[src/alu_params.svh]
`ifndef ALU_PARAMS_SVH
`define ALU_PARAMS_SVH

// ~~~~~~~~~~~~~~~~~~~~~~~~~~~~~~
// ALU sizing.
// ~~~~~~~~~~~~~~~~~~~~~~~~~~~~~~

// Width of the b and c registers and of the result.
`define ALU_WIDTH 8

// ~~~~~~~~~~~~~~~~~~~~~~~~~~~~~~
// Instruction classes.
// ~~~~~~~~~~~~~~~~~~~~~~~~~~~~~~

// Upper nibble of an ALU instruction byte, 1000rfff.
`define ALU_CLASS 4'b1000

`endif

[src/alu_pkg.sv]
`default_nettype none

package alu_pkg;

  // ~~~~~~~~~~~~~~~~~~~~~~~~~~~~~~
  // ALU function codes.
  // ~~~~~~~~~~~~~~~~~~~~~~~~~~~~~~

  // Low three bits of the instruction byte select the function.
  typedef enum logic [2:0] {
    FN_ADD = 3'd0,
    FN_INC = 3'd1,
    FN_AND = 3'd2,
    FN_OR  = 3'd3,
    FN_XOR = 3'd4,
    FN_NOT = 3'd5,
    FN_SHL = 3'd6,
    FN_CLR = 3'd7
  } alu_func_e;

  // ~~~~~~~~~~~~~~~~~~~~~~~~~~~~~~
  // Instruction byte views.
  // ~~~~~~~~~~~~~~~~~~~~~~~~~~~~~~

  // ALU view, 1000rfff.
  // The r bit picks the destination register, A or D.
  typedef struct packed {
    logic [3:0] cls;
    logic       dest;
    alu_func_e  func;
  } alu_view_t;

  // Register move view, 00dddsss.
  typedef struct packed {
    logic [1:0] cls;
    logic [2:0] dst_reg;
    logic [2:0] src_reg;
  } move_view_t;

  // One byte, read either way by the decoder.
  typedef union packed {
    alu_view_t  alu;
    move_view_t mov;
  } instr_u;

endpackage

`default_nettype wire

[src/alu_decode_stage.sv]
`default_nettype none
`include "alu_params.svh"

// First pipeline stage.
// Checks the instruction class and buffers one item.
module alu_decode_stage (
  input  wire                    clk,
  input  wire                    reset,
  input  wire                    in_req,
  output logic                   in_ack,
  input  var  alu_pkg::instr_u   instr,
  input  wire [`ALU_WIDTH-1:0]   b,
  input  wire [`ALU_WIDTH-1:0]   c,
  output logic                   d_req,
  input  wire                    d_ack,
  output alu_pkg::alu_func_e     d_func,
  output logic                   d_dest,
  output logic                   d_err,
  output logic [`ALU_WIDTH-1:0]  d_b,
  output logic [`ALU_WIDTH-1:0]  d_c
);

  // MOV8 words carry 00 in the top two bits.
  localparam logic [1:0] MOVE_CLASS = 2'b00;

  logic full;
  logic sent;
  logic capture;
  logic is_alu;
  logic is_move;

  // ~~~~~~~~~~~~~~~~~~~~~~~~~~~~~~
  // Class check.
  // ~~~~~~~~~~~~~~~~~~~~~~~~~~~~~~

  assign is_alu  = (instr.alu.cls == `ALU_CLASS);
  assign is_move = (instr.mov.cls == MOVE_CLASS);

  // New item while idle and not already acknowledging.
  assign capture = in_req && !in_ack && !full;

  // ~~~~~~~~~~~~~~~~~~~~~~~~~~~~~~
  // Handshake control.
  // ~~~~~~~~~~~~~~~~~~~~~~~~~~~~~~

  always_ff @(posedge clk) begin
    if (reset) begin
      in_ack <= 1'b0;
      d_req  <= 1'b0;
      full   <= 1'b0;
      sent   <= 1'b0;
    end else begin
      // Input side, ack on capture, drop after req goes away.
      if (capture) begin
        in_ack <= 1'b1;
        full   <= 1'b1;
      end else if (in_ack && !in_req) begin
        in_ack <= 1'b0;
      end
      // Output side, req one cycle after capture.
      if (full && !d_req && !sent) begin
        d_req <= 1'b1;
      end else if (d_req && d_ack) begin
        d_req <= 1'b0;
        sent  <= 1'b1;
      end
      // Buffer frees once the next stage has dropped ack.
      if (sent && !d_ack) begin
        full <= 1'b0;
        sent <= 1'b0;
      end
    end
  end

  // Item buffer.
  always_ff @(posedge clk) begin
    if (capture) begin
      d_func <= instr.alu.func;
      d_dest <= instr.alu.dest;
      d_err  <= is_move || !is_alu;
      d_b    <= b;
      d_c    <= c;
    end
  end

  // Sender holds req and the byte until it sees ack.
  a_instr_stable : assert property (@(posedge clk) disable iff (reset)
    (in_req && !in_ack) |=> in_ack || (in_req && $stable(instr)));

endmodule

`default_nettype wire

[src/alu_execute_stage.sv]
`default_nettype none
`include "alu_params.svh"

// Second pipeline stage.
// Computes result and carry for the buffered function.
module alu_execute_stage (
  input  wire                    clk,
  input  wire                    reset,
  input  wire                    d_req,
  output logic                   d_ack,
  input  var  alu_pkg::alu_func_e d_func,
  input  wire                    d_dest,
  input  wire                    d_err,
  input  wire [`ALU_WIDTH-1:0]   d_b,
  input  wire [`ALU_WIDTH-1:0]   d_c,
  output logic                   e_req,
  input  wire                    e_ack,
  output logic [`ALU_WIDTH-1:0]  e_result,
  output logic                   e_carry,
  output logic                   e_dest,
  output logic                   e_err
);

  logic full;
  logic sent;
  logic capture;
  logic [`ALU_WIDTH-1:0] logic_out;
  // Carry sits in the top bit of both sums.
  logic [`ALU_WIDTH:0]   add_sum;
  logic [`ALU_WIDTH:0]   inc_sum;
  logic [`ALU_WIDTH-1:0] next_result;
  logic                  next_carry;

  // ~~~~~~~~~~~~~~~~~~~~~~~~~~~~~~
  // Datapath.
  // ~~~~~~~~~~~~~~~~~~~~~~~~~~~~~~

  alu_logic_unit u_logic (
    .b         (d_b),
    .c         (d_c),
    .func      (d_func),
    .logic_out (logic_out)
  );

  assign add_sum = {1'b0, d_b} + {1'b0, d_c};
  assign inc_sum = {1'b0, d_b} + {{`ALU_WIDTH{1'b0}}, 1'b1};

  always_comb begin
    next_result = '0;
    next_carry  = 1'b0;
    // Rejected words produce nothing.
    if (!d_err) begin
      case (d_func)
        alu_pkg::FN_ADD: {next_carry, next_result} = add_sum;
        alu_pkg::FN_INC: {next_carry, next_result} = inc_sum;
        // Rotate left. The old top bit also goes to carry.
        alu_pkg::FN_SHL: begin
          next_result = {d_b[`ALU_WIDTH-2:0], d_b[`ALU_WIDTH-1]};
          next_carry  = d_b[`ALU_WIDTH-1];
        end
        alu_pkg::FN_CLR: next_result = '0;
        default:         next_result = logic_out;
      endcase
    end
  end

  assign capture = d_req && !d_ack && !full;

  // ~~~~~~~~~~~~~~~~~~~~~~~~~~~~~~
  // Handshake control.
  // ~~~~~~~~~~~~~~~~~~~~~~~~~~~~~~

  always_ff @(posedge clk) begin
    if (reset) begin
      d_ack <= 1'b0;
      e_req <= 1'b0;
      full  <= 1'b0;
      sent  <= 1'b0;
    end else begin
      if (capture) begin
        d_ack <= 1'b1;
        full  <= 1'b1;
      end else if (d_ack && !d_req) begin
        d_ack <= 1'b0;
      end
      if (full && !e_req && !sent) begin
        e_req <= 1'b1;
      end else if (e_req && e_ack) begin
        e_req <= 1'b0;
        sent  <= 1'b1;
      end
      // Free again after the flags stage lowers ack.
      if (sent && !e_ack) begin
        full <= 1'b0;
        sent <= 1'b0;
      end
    end
  end

  // Result buffer loaded from the combinational datapath.
  always_ff @(posedge clk) begin
    if (capture) begin
      e_result <= next_result;
      e_carry  <= next_carry;
      e_dest   <= d_dest;
      e_err    <= d_err;
    end
  end

  // Decode holds its item steady until this stage acknowledges.
  a_in_stable : assert property (@(posedge clk) disable iff (reset)
    (d_req && !d_ack) |=> d_ack || (d_req && $stable({d_func, d_dest, d_err, d_b, d_c})));

endmodule

`default_nettype wire

[src/alu_flags_stage.sv]
`default_nettype none
`include "alu_params.svh"

// Last pipeline stage.
// Adds zero and sign and drives the output link.
module alu_flags_stage (
  input  wire                    clk,
  input  wire                    reset,
  input  wire                    e_req,
  output logic                   e_ack,
  input  wire [`ALU_WIDTH-1:0]   e_result,
  input  wire                    e_carry,
  input  wire                    e_dest,
  input  wire                    e_err,
  output logic                   out_req,
  input  wire                    out_ack,
  output logic [`ALU_WIDTH-1:0]  result,
  output logic                   carry,
  output logic                   zero,
  output logic                   sign,
  output logic                   dest,
  output logic                   err
);

  logic full;
  logic sent;
  logic capture;

  assign capture = e_req && !e_ack && !full;

  // ~~~~~~~~~~~~~~~~~~~~~~~~~~~~~~
  // Handshake control.
  // ~~~~~~~~~~~~~~~~~~~~~~~~~~~~~~

  always_ff @(posedge clk) begin
    if (reset) begin
      e_ack   <= 1'b0;
      out_req <= 1'b0;
      full    <= 1'b0;
      sent    <= 1'b0;
    end else begin
      if (capture) begin
        e_ack <= 1'b1;
        full  <= 1'b1;
      end else if (e_ack && !e_req) begin
        e_ack <= 1'b0;
      end
      if (full && !out_req && !sent) begin
        out_req <= 1'b1;
      end else if (out_req && out_ack) begin
        out_req <= 1'b0;
        sent    <= 1'b1;
      end
      if (sent && !out_ack) begin
        full <= 1'b0;
        sent <= 1'b0;
      end
    end
  end

  // Output registers with flags taken from the incoming result.
  always_ff @(posedge clk) begin
    if (capture) begin
      result <= e_result;
      carry  <= e_carry;
      zero   <= (e_result == '0);
      sign   <= e_result[`ALU_WIDTH-1];
      dest   <= e_dest;
      err    <= e_err;
    end
  end

  // Execute holds its result steady until this stage acknowledges.
  a_in_stable : assert property (@(posedge clk) disable iff (reset)
    (e_req && !e_ack) |=> e_ack || (e_req && $stable({e_result, e_carry, e_dest, e_err})));

endmodule

`default_nettype wire

[src/alu_logic_unit.sv]
`default_nettype none
`include "alu_params.svh"

// Bitwise part of the ALU.
// Each bit forms all four logic results at once, the function picks one.
module alu_logic_unit (
  input  wire [`ALU_WIDTH-1:0] b,
  input  wire [`ALU_WIDTH-1:0] c,
  input  var  alu_pkg::alu_func_e func,
  output logic [`ALU_WIDTH-1:0] logic_out
);

  // Per-bit results, one vector per operation.
  logic [`ALU_WIDTH-1:0] and_bits;
  logic [`ALU_WIDTH-1:0] or_bits;
  logic [`ALU_WIDTH-1:0] xor_bits;
  logic [`ALU_WIDTH-1:0] not_bits;

  // ~~~~~~~~~~~~~~~~~~~~~~~~~~~~~~
  // One-bit logic blocks.
  // ~~~~~~~~~~~~~~~~~~~~~~~~~~~~~~

  for (genvar i = 0; i < `ALU_WIDTH; i++) begin : g_bit
    // Same four outputs as the one-bit relay block.
    assign and_bits[i] = b[i] & c[i];
    assign or_bits[i]  = b[i] | c[i];
    assign xor_bits[i] = b[i] ^ c[i];
    // NOT only looks at b.
    assign not_bits[i] = ~b[i];
  end

  // ~~~~~~~~~~~~~~~~~~~~~~~~~~~~~~
  // Function select.
  // ~~~~~~~~~~~~~~~~~~~~~~~~~~~~~~

  always_comb begin
    case (func)
      alu_pkg::FN_AND: logic_out = and_bits;
      alu_pkg::FN_OR:  logic_out = or_bits;
      alu_pkg::FN_XOR: logic_out = xor_bits;
      alu_pkg::FN_NOT: logic_out = not_bits;
      // Arithmetic, shift and clear come from elsewhere.
      default:         logic_out = '0;
    endcase
  end

endmodule

`default_nettype wire

[src/relay_alu_top.sv]
`default_nettype none
`include "alu_params.svh"

// ALU pipeline, decode then execute then flags.
module relay_alu_top (
  input  wire                    clk,
  input  wire                    reset,
  input  wire                    in_req,
  output logic                   in_ack,
  input  var  alu_pkg::instr_u   instr,
  input  wire [`ALU_WIDTH-1:0]   b,
  input  wire [`ALU_WIDTH-1:0]   c,
  output logic                   out_req,
  input  wire                    out_ack,
  output logic [`ALU_WIDTH-1:0]  result,
  output logic                   carry,
  output logic                   zero,
  output logic                   sign,
  output logic                   dest,
  output logic                   err
);

  // ~~~~~~~~~~~~~~~~~~~~~~~~~~~~~~
  // Stage links.
  // ~~~~~~~~~~~~~~~~~~~~~~~~~~~~~~

  // Decode to execute.
  logic                  d_req;
  logic                  d_ack;
  alu_pkg::alu_func_e    d_func;
  logic                  d_dest;
  logic                  d_err;
  logic [`ALU_WIDTH-1:0] d_b;
  logic [`ALU_WIDTH-1:0] d_c;
  // Execute to flags.
  logic                  e_req;
  logic                  e_ack;
  logic [`ALU_WIDTH-1:0] e_result;
  logic                  e_carry;
  logic                  e_dest;
  logic                  e_err;

  alu_decode_stage u_decode (
    .clk, .reset, .in_req, .in_ack, .instr, .b, .c,
    .d_req, .d_ack, .d_func, .d_dest, .d_err, .d_b, .d_c
  );

  alu_execute_stage u_execute (
    .clk, .reset, .d_req, .d_ack, .d_func, .d_dest, .d_err, .d_b, .d_c,
    .e_req, .e_ack, .e_result, .e_carry, .e_dest, .e_err
  );

  alu_flags_stage u_flags (
    .clk, .reset, .e_req, .e_ack, .e_result, .e_carry, .e_dest, .e_err,
    .out_req, .out_ack, .result, .carry, .zero, .sign, .dest, .err
  );

endmodule

`default_nettype wire

[config.mk]
export PLATFORM = sky130hd
export DESIGN_NAME = relay_alu_top
export DESIGN_NICKNAME = d
export VERILOG_FILES = /design/src/alu_pkg.sv /design/src/alu_decode_stage.sv /design/src/alu_execute_stage.sv /design/src/alu_flags_stage.sv /design/src/alu_logic_unit.sv /design/src/relay_alu_top.sv
export VERILOG_INCLUDE_DIRS = /design/src
export SDC_FILE = /design/constraint.sdc
export NUM_CORES = 1
export LEC_CHECK = 0
export BUFFER_PORTS_ARGS = -buffer_cell sky130_fd_sc_hd__buf_2
export CAP_MARGIN = 20
export CELL_PAD_IN_SITES_DETAIL_PLACEMENT = 1
export CELL_PAD_IN_SITES_GLOBAL_PLACEMENT = 1
export CORE_MARGIN = 1
export CORE_UTILIZATION = 30
export CTS_CLUSTER_DIAMETER = 60
export DETAILED_ROUTE_END_ITERATION = 10
export MAX_ROUTING_LAYER = met4
export PLACE_DENSITY_LB_ADDON = 0.1
export RECOVER_POWER = 50
export SETUP_SLACK_MARGIN = 0.2
export SYNTH_ARGS = -nofsm -noshare
export SYNTH_HDL_FRONTEND = slang
export SYNTH_SLANG_ARGS = --single-unit
[constraint.sdc]
create_clock -name clk -period 3.3 [get_ports clk]
set_clock_uncertainty 0.2 [all_clocks]
set_input_delay 0.165 -clock clk [delete_from_list [all_inputs] [get_ports clk]]
set_output_delay 0.165 -clock clk [all_outputs]
set_load 0.01 [all_outputs]
Word level (Yosys, flattened, before mapping)
Cells that the tools add are included.

word-level totals
  output and inout bits = 15
  logic and storage cells = 139
  register bits after elaboration = 57
  bits of input ports = 28

cells by class
  mux-type cells = 15
  bitwise logic cells = 35
  eq/ne operators = 8
  reduce and logical (&&, ||, !) cells = 52
  $add $sub $neg = 2

operators with widths
  cell                   number
  $pmux W8 S4            2
  $logic_and A1 B1 Y1    21
  $logic_not A1 Y1       15
  $eq A3 B3 Y1 const B   4
  $mux W1                12
  $reduce_bool A2 Y1     6
  $not A1 Y1             11
  $add A8 B1 Y9 const B  1
  $add A8 B8 Y9          1
  $and A1 B1 Y1          8
  $logic_not A8 Y1       1
  $or A1 B1 Y1           8
  $xor A1 B1 Y1          8
  $eq A3 B2 Y1 const B   2
  $reduce_and A2 Y1      3
  $reduce_or A2 Y1       3
  $eq A4 B4 Y1 const B   1
  $eq A3 B1 Y1 const B   1
  $logic_not A3 Y1       1
  $pmux W1 S3            1
  $logic_not A2 Y1       1
  $logic_or A1 B1 Y1     1

Longest topological paths before layout
  depth in word-level cells = 5
  gate-level depth with buffers = 8
  gate-level depth less buffers = 7

Hierarchy
A second synthesis with hierarchy kept.

second synthesis, totals
  cells, all modules = 301
  area, all modules = 3,121.7 sq um

by module, submodules not included
  module             sequential area each (sq um)  cells each  area an instance (sq um)  times used
  alu_execute_stage  410.4                         155         1,296.2                   1
  alu_decode_stage   710.7                         37          787.0                     1
  alu_flags_stage    440.4                         31          533.0                     1
  alu_logic_unit     0.0                           78          505.5                     1

Least setup slack after synthesis
No wires, ideal clock.

  kind = register to register
  start = register u_decode.in_ack
  end = register u_decode.d_b[0], enable pin
  data arrival time = 1.853 ns
  slack = 0.822 ns
  library setup time = 0.425 ns
  cell stages (with the launch flop) = 2
  path buffers = 0
  data required time = 2.675 ns
  clock period less this slack = 2.478 ns
  cell sequence = dfxtp_1 -> nor3_1

on the way
  cells in the longest elaborated chain, start to end = 3

RTL lines
  element                           line                    source
  start: declaration                alu_decode_stage.sv:10  output logic in_ack,
  start signal: assignment          alu_decode_stage.sv:48  in_ack <= 1'b0;
  start signal: assignment          alu_decode_stage.sv:55  in_ack <= 1'b1;
  start signal: assignment          alu_decode_stage.sv:58  in_ack <= 1'b0;
  $logic_not A1 Y1                  alu_decode_stage.sv:40  assign capture = in_req && !in_ack && !full;
  $logic_and A1 B1 Y1 (2 in a row)  alu_decode_stage.sv:40
  via u_decode.capture              alu_decode_stage.sv:28  logic capture;
  end signal: assignment            alu_decode_stage.sv:81  d_b <= b;
  end: declaration                  alu_decode_stage.sv:19  output logic [`ALU_WIDTH-1:0] d_b,

The timed path passes the listed nets, and every way through them passes these cells.
A chain may end at the register's enable or synchronous reset.

Worst setup path after layout
  start = register u_decode.d_b[0]
  end = register u_execute.e_result[2] (data pin)

on the way
  cells in the longest elaborated chain, start to end = 2
  elaborated cells between the ends (all ways) = 3
  classes of those cells = add/sub: 2; mux: 1

RTL lines
  element                                                line                                              source
  $add A8 B1 Y9 / $add A8 B8 Y9 (equally long branches)  alu_execute_stage.sv:46, alu_execute_stage.sv:45
  $pmux W8 S4 *                                          alu_execute_stage.sv:53                           case (d_func)
  end signal: assignment                                 alu_execute_stage.sv:103                          e_result <= next_result;
  end: declaration                                       alu_execute_stage.sv:18                           output logic [`ALU_WIDTH-1:0] e_result,

Mark *: on every way between the ends. The rest lies on a longest branch, timed or not.

==> impl_metrics.py <==
metrics = {
    "critical_path": {
        "slowest_delay_ns": 0.52,
        "required_ns": 3.16,
        "cpLargestDelayFamily": "adder cells",
        "worstSetupPathType": "reg2reg",
        "arrival_ns": 2.38,
        "end_kind": "flop",
        "path_buf_inv": 0,
        "path_cells": "ha_1 -> fa_1 -> xor2_1 -> mux4_2 -> o21ai_0 -> nor2_1",
        "crit_path_start_kind": "flop",
        "crit_slowest_cell": "edfxtp_1",
        "r2r_setup_slack_ns": 0.78,
        "cp_max_fo": 8,
    },
    "floorplan": {
        "num_rows": 35,
        "core-area_mm2": 0.00928,
        "die_area_mm2": 0.0100,
        "die_w_um": 100,
        "die-height_um": 100,
        "ios": 43,
        "start_util_pct": 31.1,
    },
    "power_and_ir_drop": {
        "pwr-share-clk_pct": 26.8,
        "share_comb_of_total_power_pct": 15.9,
        "p_int_mw": 1.08,
        "sequentialPowerShare_pct": 57.3,
        "p_per_area_mw_per_mm2": 414,
        "p_sw_share_pct": 27.3,
        "peakVddDrop_v": 0.000201,
        "power_leakage_nw": 1.36,
        "net-switching-power_mw": 0.404,
    },
    "cells_and_area": {
        "final_nets": 369,
        "synthToLayoutAreaGrowth_pct": 23.8,
        "antenna_cells": 0,
        "final_cell_mix": "44 x edfxtp_1, 27 x dlygate4sd3_1, 26 x buf_2",
        "layout_commonest_cell": "edfxtp_1",
        "design_area_mm2": 0.00358,
        "regArea_mm2": 0.00156,
        "final_util_pct": 38.5,
        "drive_above_1_share_pct": 14.8,
        "multi_input_area_mm2": 0.00118,
        "fillers": 1059,
    },
    "clocking": {
        "cts_hold_buffers": 27,
        "clk_latency_ns": 0.31,
        "cts_root_buffer": "clkbuf_8",
        "cts_tree": "built",
        "clock_path_buffers": 2,
        "clk_pin_slew_ns": 0.11,
        "cts_buffers": 5,
        "cts_htree_levels": 2,
        "ctsResizeCount": 0,
        "cts_sinks": 56,
        "post_cts_buffers": 0,
    },
    "global_routing": {
        "grt_pass1_wl_um": 10400,
        "track_usage_pct": 13.9,
        "antenna_found_initial": 0,
        "overflow": 0,
        "grt_max_degree": 22,
        "grt_pass1_vias": 2092,
    },
    "timing": {
        "final.setup.tns_ns": 0,
        "fin_crit_ns": 2.52,
        "setup_viol": 0,
        "worst_pin_slew_ns": 0.877,
        "slew_violations": 0,
        "fmax_mhz": 398,
        "slew_headroom_pct": 41.3,
        "post-route-period-util_pct": 76.2,
        "finalHoldViolations": 0,
        "rsz0062_at_grt": "no",
    },
    "placement": {
        "hpwlAfterDp_um": 4610,
        "globalplace.congestion": 0.787,
        "port_buffers": 42,
        "dpl_cell_area_mm2": 0.00323,
    },
    "routing": {
        "first_pass_iters": 4,
        "top_layer_used": "met4",
        "drc": 0,
        "route.met2.wl_um": 2870,
        "wl_per_cell_um": 13.9,
        "vias_per_cell": 4.69,
        "wirelength_met1_um": 3240,
        "postRouteAntennaNets": 0,
        "wl_met3_um": 147,
        "vias": 2126,
        "drt_wl_total_um": 6290,
        "drtIter0Drc": 53,
    },
    "synth": {
        "synth_area_per_cell_um2": 11.3,
        "synth.distinct_cells": 51,
        "ys_warn_count": 0,
        "ys_seq_area_share_pct": 54.0,
        "syn_area_mm2": 0.00289,
        "synth_flop_cell": "edfxtp_1",
        "syn_inst": 255,
        "synthArstFlopShare_pct": 0,
        "synth_seq_cells": 56,
        "synth_nets": 301,
        "synth-edff-count": 44,
    },
    "status": {
        "outcome": "finished, final reports clean",
    },
    "run": {
        "cap_viol_max_count": 0,
    },
    "min_path": {
        "hp-class": "reg2reg",
    },
}
[metal layers]
layer | up-vias | global-route usage, %
met5 | - | -
met3 | 2 | 2.72
met4 | 0 | 4.01
li1 | 1075 | -
met2 | 33 | 21.0
met1 | 1016 | 18.8
[power by group through the flow]
| stage | logic, mW | registers (mW) | clock network, mW |
|---|---|---|---|
| after floorplan | 0.152 | 0.853 | 0 |
| after global placement | 0.215 | 0.865 | 0 |
| after detailed placement | 0.216 | 0.866 | 0 |
| after CTS | 0.240 | 0.849 | 0.417 |
| after global routing | 0.264 | 0.856 | 0.447 |
| final | 0.235 | 0.849 | 0.397 |
[through the flow]
stage	power [mW]	worst slack, ns	hold slack, ns	cells
after floorplan	1.01	0.822	0.0639	255
after global placement	1.08	0.803	0.141	418
after detailed placement	1.08	0.775	0.144	418
after CTS	1.51	0.765	0.233	453
after global routing	1.57	0.676	0.247	453
final	1.48	0.785	0.229	453
[area by class of cell]
type | instances | area share, %
Sequential cell | 56 | 43.6
Multi-Input combinational cell | 163 | 33.0
Timing Repair Buffer | 73 | 13.7
Tap cell | 129 | 4.51
Inverter | 24 | 2.52
Clock buffer | 5 | 1.92
Clock inverter | 3 | 0.699
[logic make-up after synthesis]
family,count (synthesis),synth area share (%)
multiplexers,9,3.72
AO/OA/AOI/OAI,62,14.7
flip-flops,56,54.0
adder cells (fa/ha/maj),18,8.05
AND/OR/NAND/NOR,69,12.7
XOR/XNOR,5,1.52
buffers and inverters,36,5.28
[registers in the layout, indices dropped and copies added (netlist names), 3 cells and up]
signal,flops
u_execute.e_result,8
u_flags.result,7
u_decode.d_func,3
u_decode.d_c,8
u_decode.d_b,8
[final timing paths]
| check | startpoint | endpoint | cells after the start |
|---|---|---|---|
| min | u_decode.d_dest$_DFFE_PP_ | u_execute.e_dest$_DFFE_PP_ | 0 |
| max | u_decode.d_b[0]$_DFFE_PP_ | u_execute.e_result[2]$_SDFFCE_PP0P_ | 6 |
| min reg2reg | u_decode.d_dest$_DFFE_PP_ | u_execute.e_dest$_DFFE_PP_ | 0 |
| max reg2reg | u_decode.d_b[0]$_DFFE_PP_ | u_execute.e_result[2]$_SDFFCE_PP0P_ | 6 |
[synth_stat cells (3+ instances only)]
| cell | number | area [um2] |
|---|---|---|
| edfxtp_1 | 44 | 1320 |
| inv_1 | 24 | 90.1 |
| nor2_1 | 19 | 71.3 |
| a21oi_1 | 17 | 85.1 |
| ha_1 | 17 | 213 |
| nand2_1 | 14 | 52.6 |
| dfxtp_1 | 12 | 240 |
| o21ai_0 | 11 | 55.1 |
| nor3_1 | 7 | 35.0 |
| buf_2 | 5 | 25.0 |
| clkbuf_1 | 5 | 18.8 |
| nand2b_1 | 5 | 31.3 |
| nand3_1 | 5 | 25.0 |
| a221oi_1 | 4 | 35.0 |
| mux2_2 | 4 | 45.0 |
| mux2i_1 | 4 | 40.0 |
| nand3b_1 | 4 | 30.0 |
| o211ai_1 | 4 | 30.0 |
| xnor2_1 | 4 | 35.0 |
| nor2b_1 | 3 | 18.8 |
| o221ai_1 | 3 | 26.3 |
| or4_1 | 3 | 22.5 |
[worst register-to-register path, delay by kind of cell (launching register included)]
kind	cells	cell delay, ns
adder cells (fa/ha/maj)	2	0.72
AO/OA/AOI/OAI	1	0.16
XOR/XNOR	1	0.17
flip-flops	1	0.52
AND/OR/NAND/NOR	1	0.06
multiplexers	1	0.44
Power figures use the tool's default switching activity.
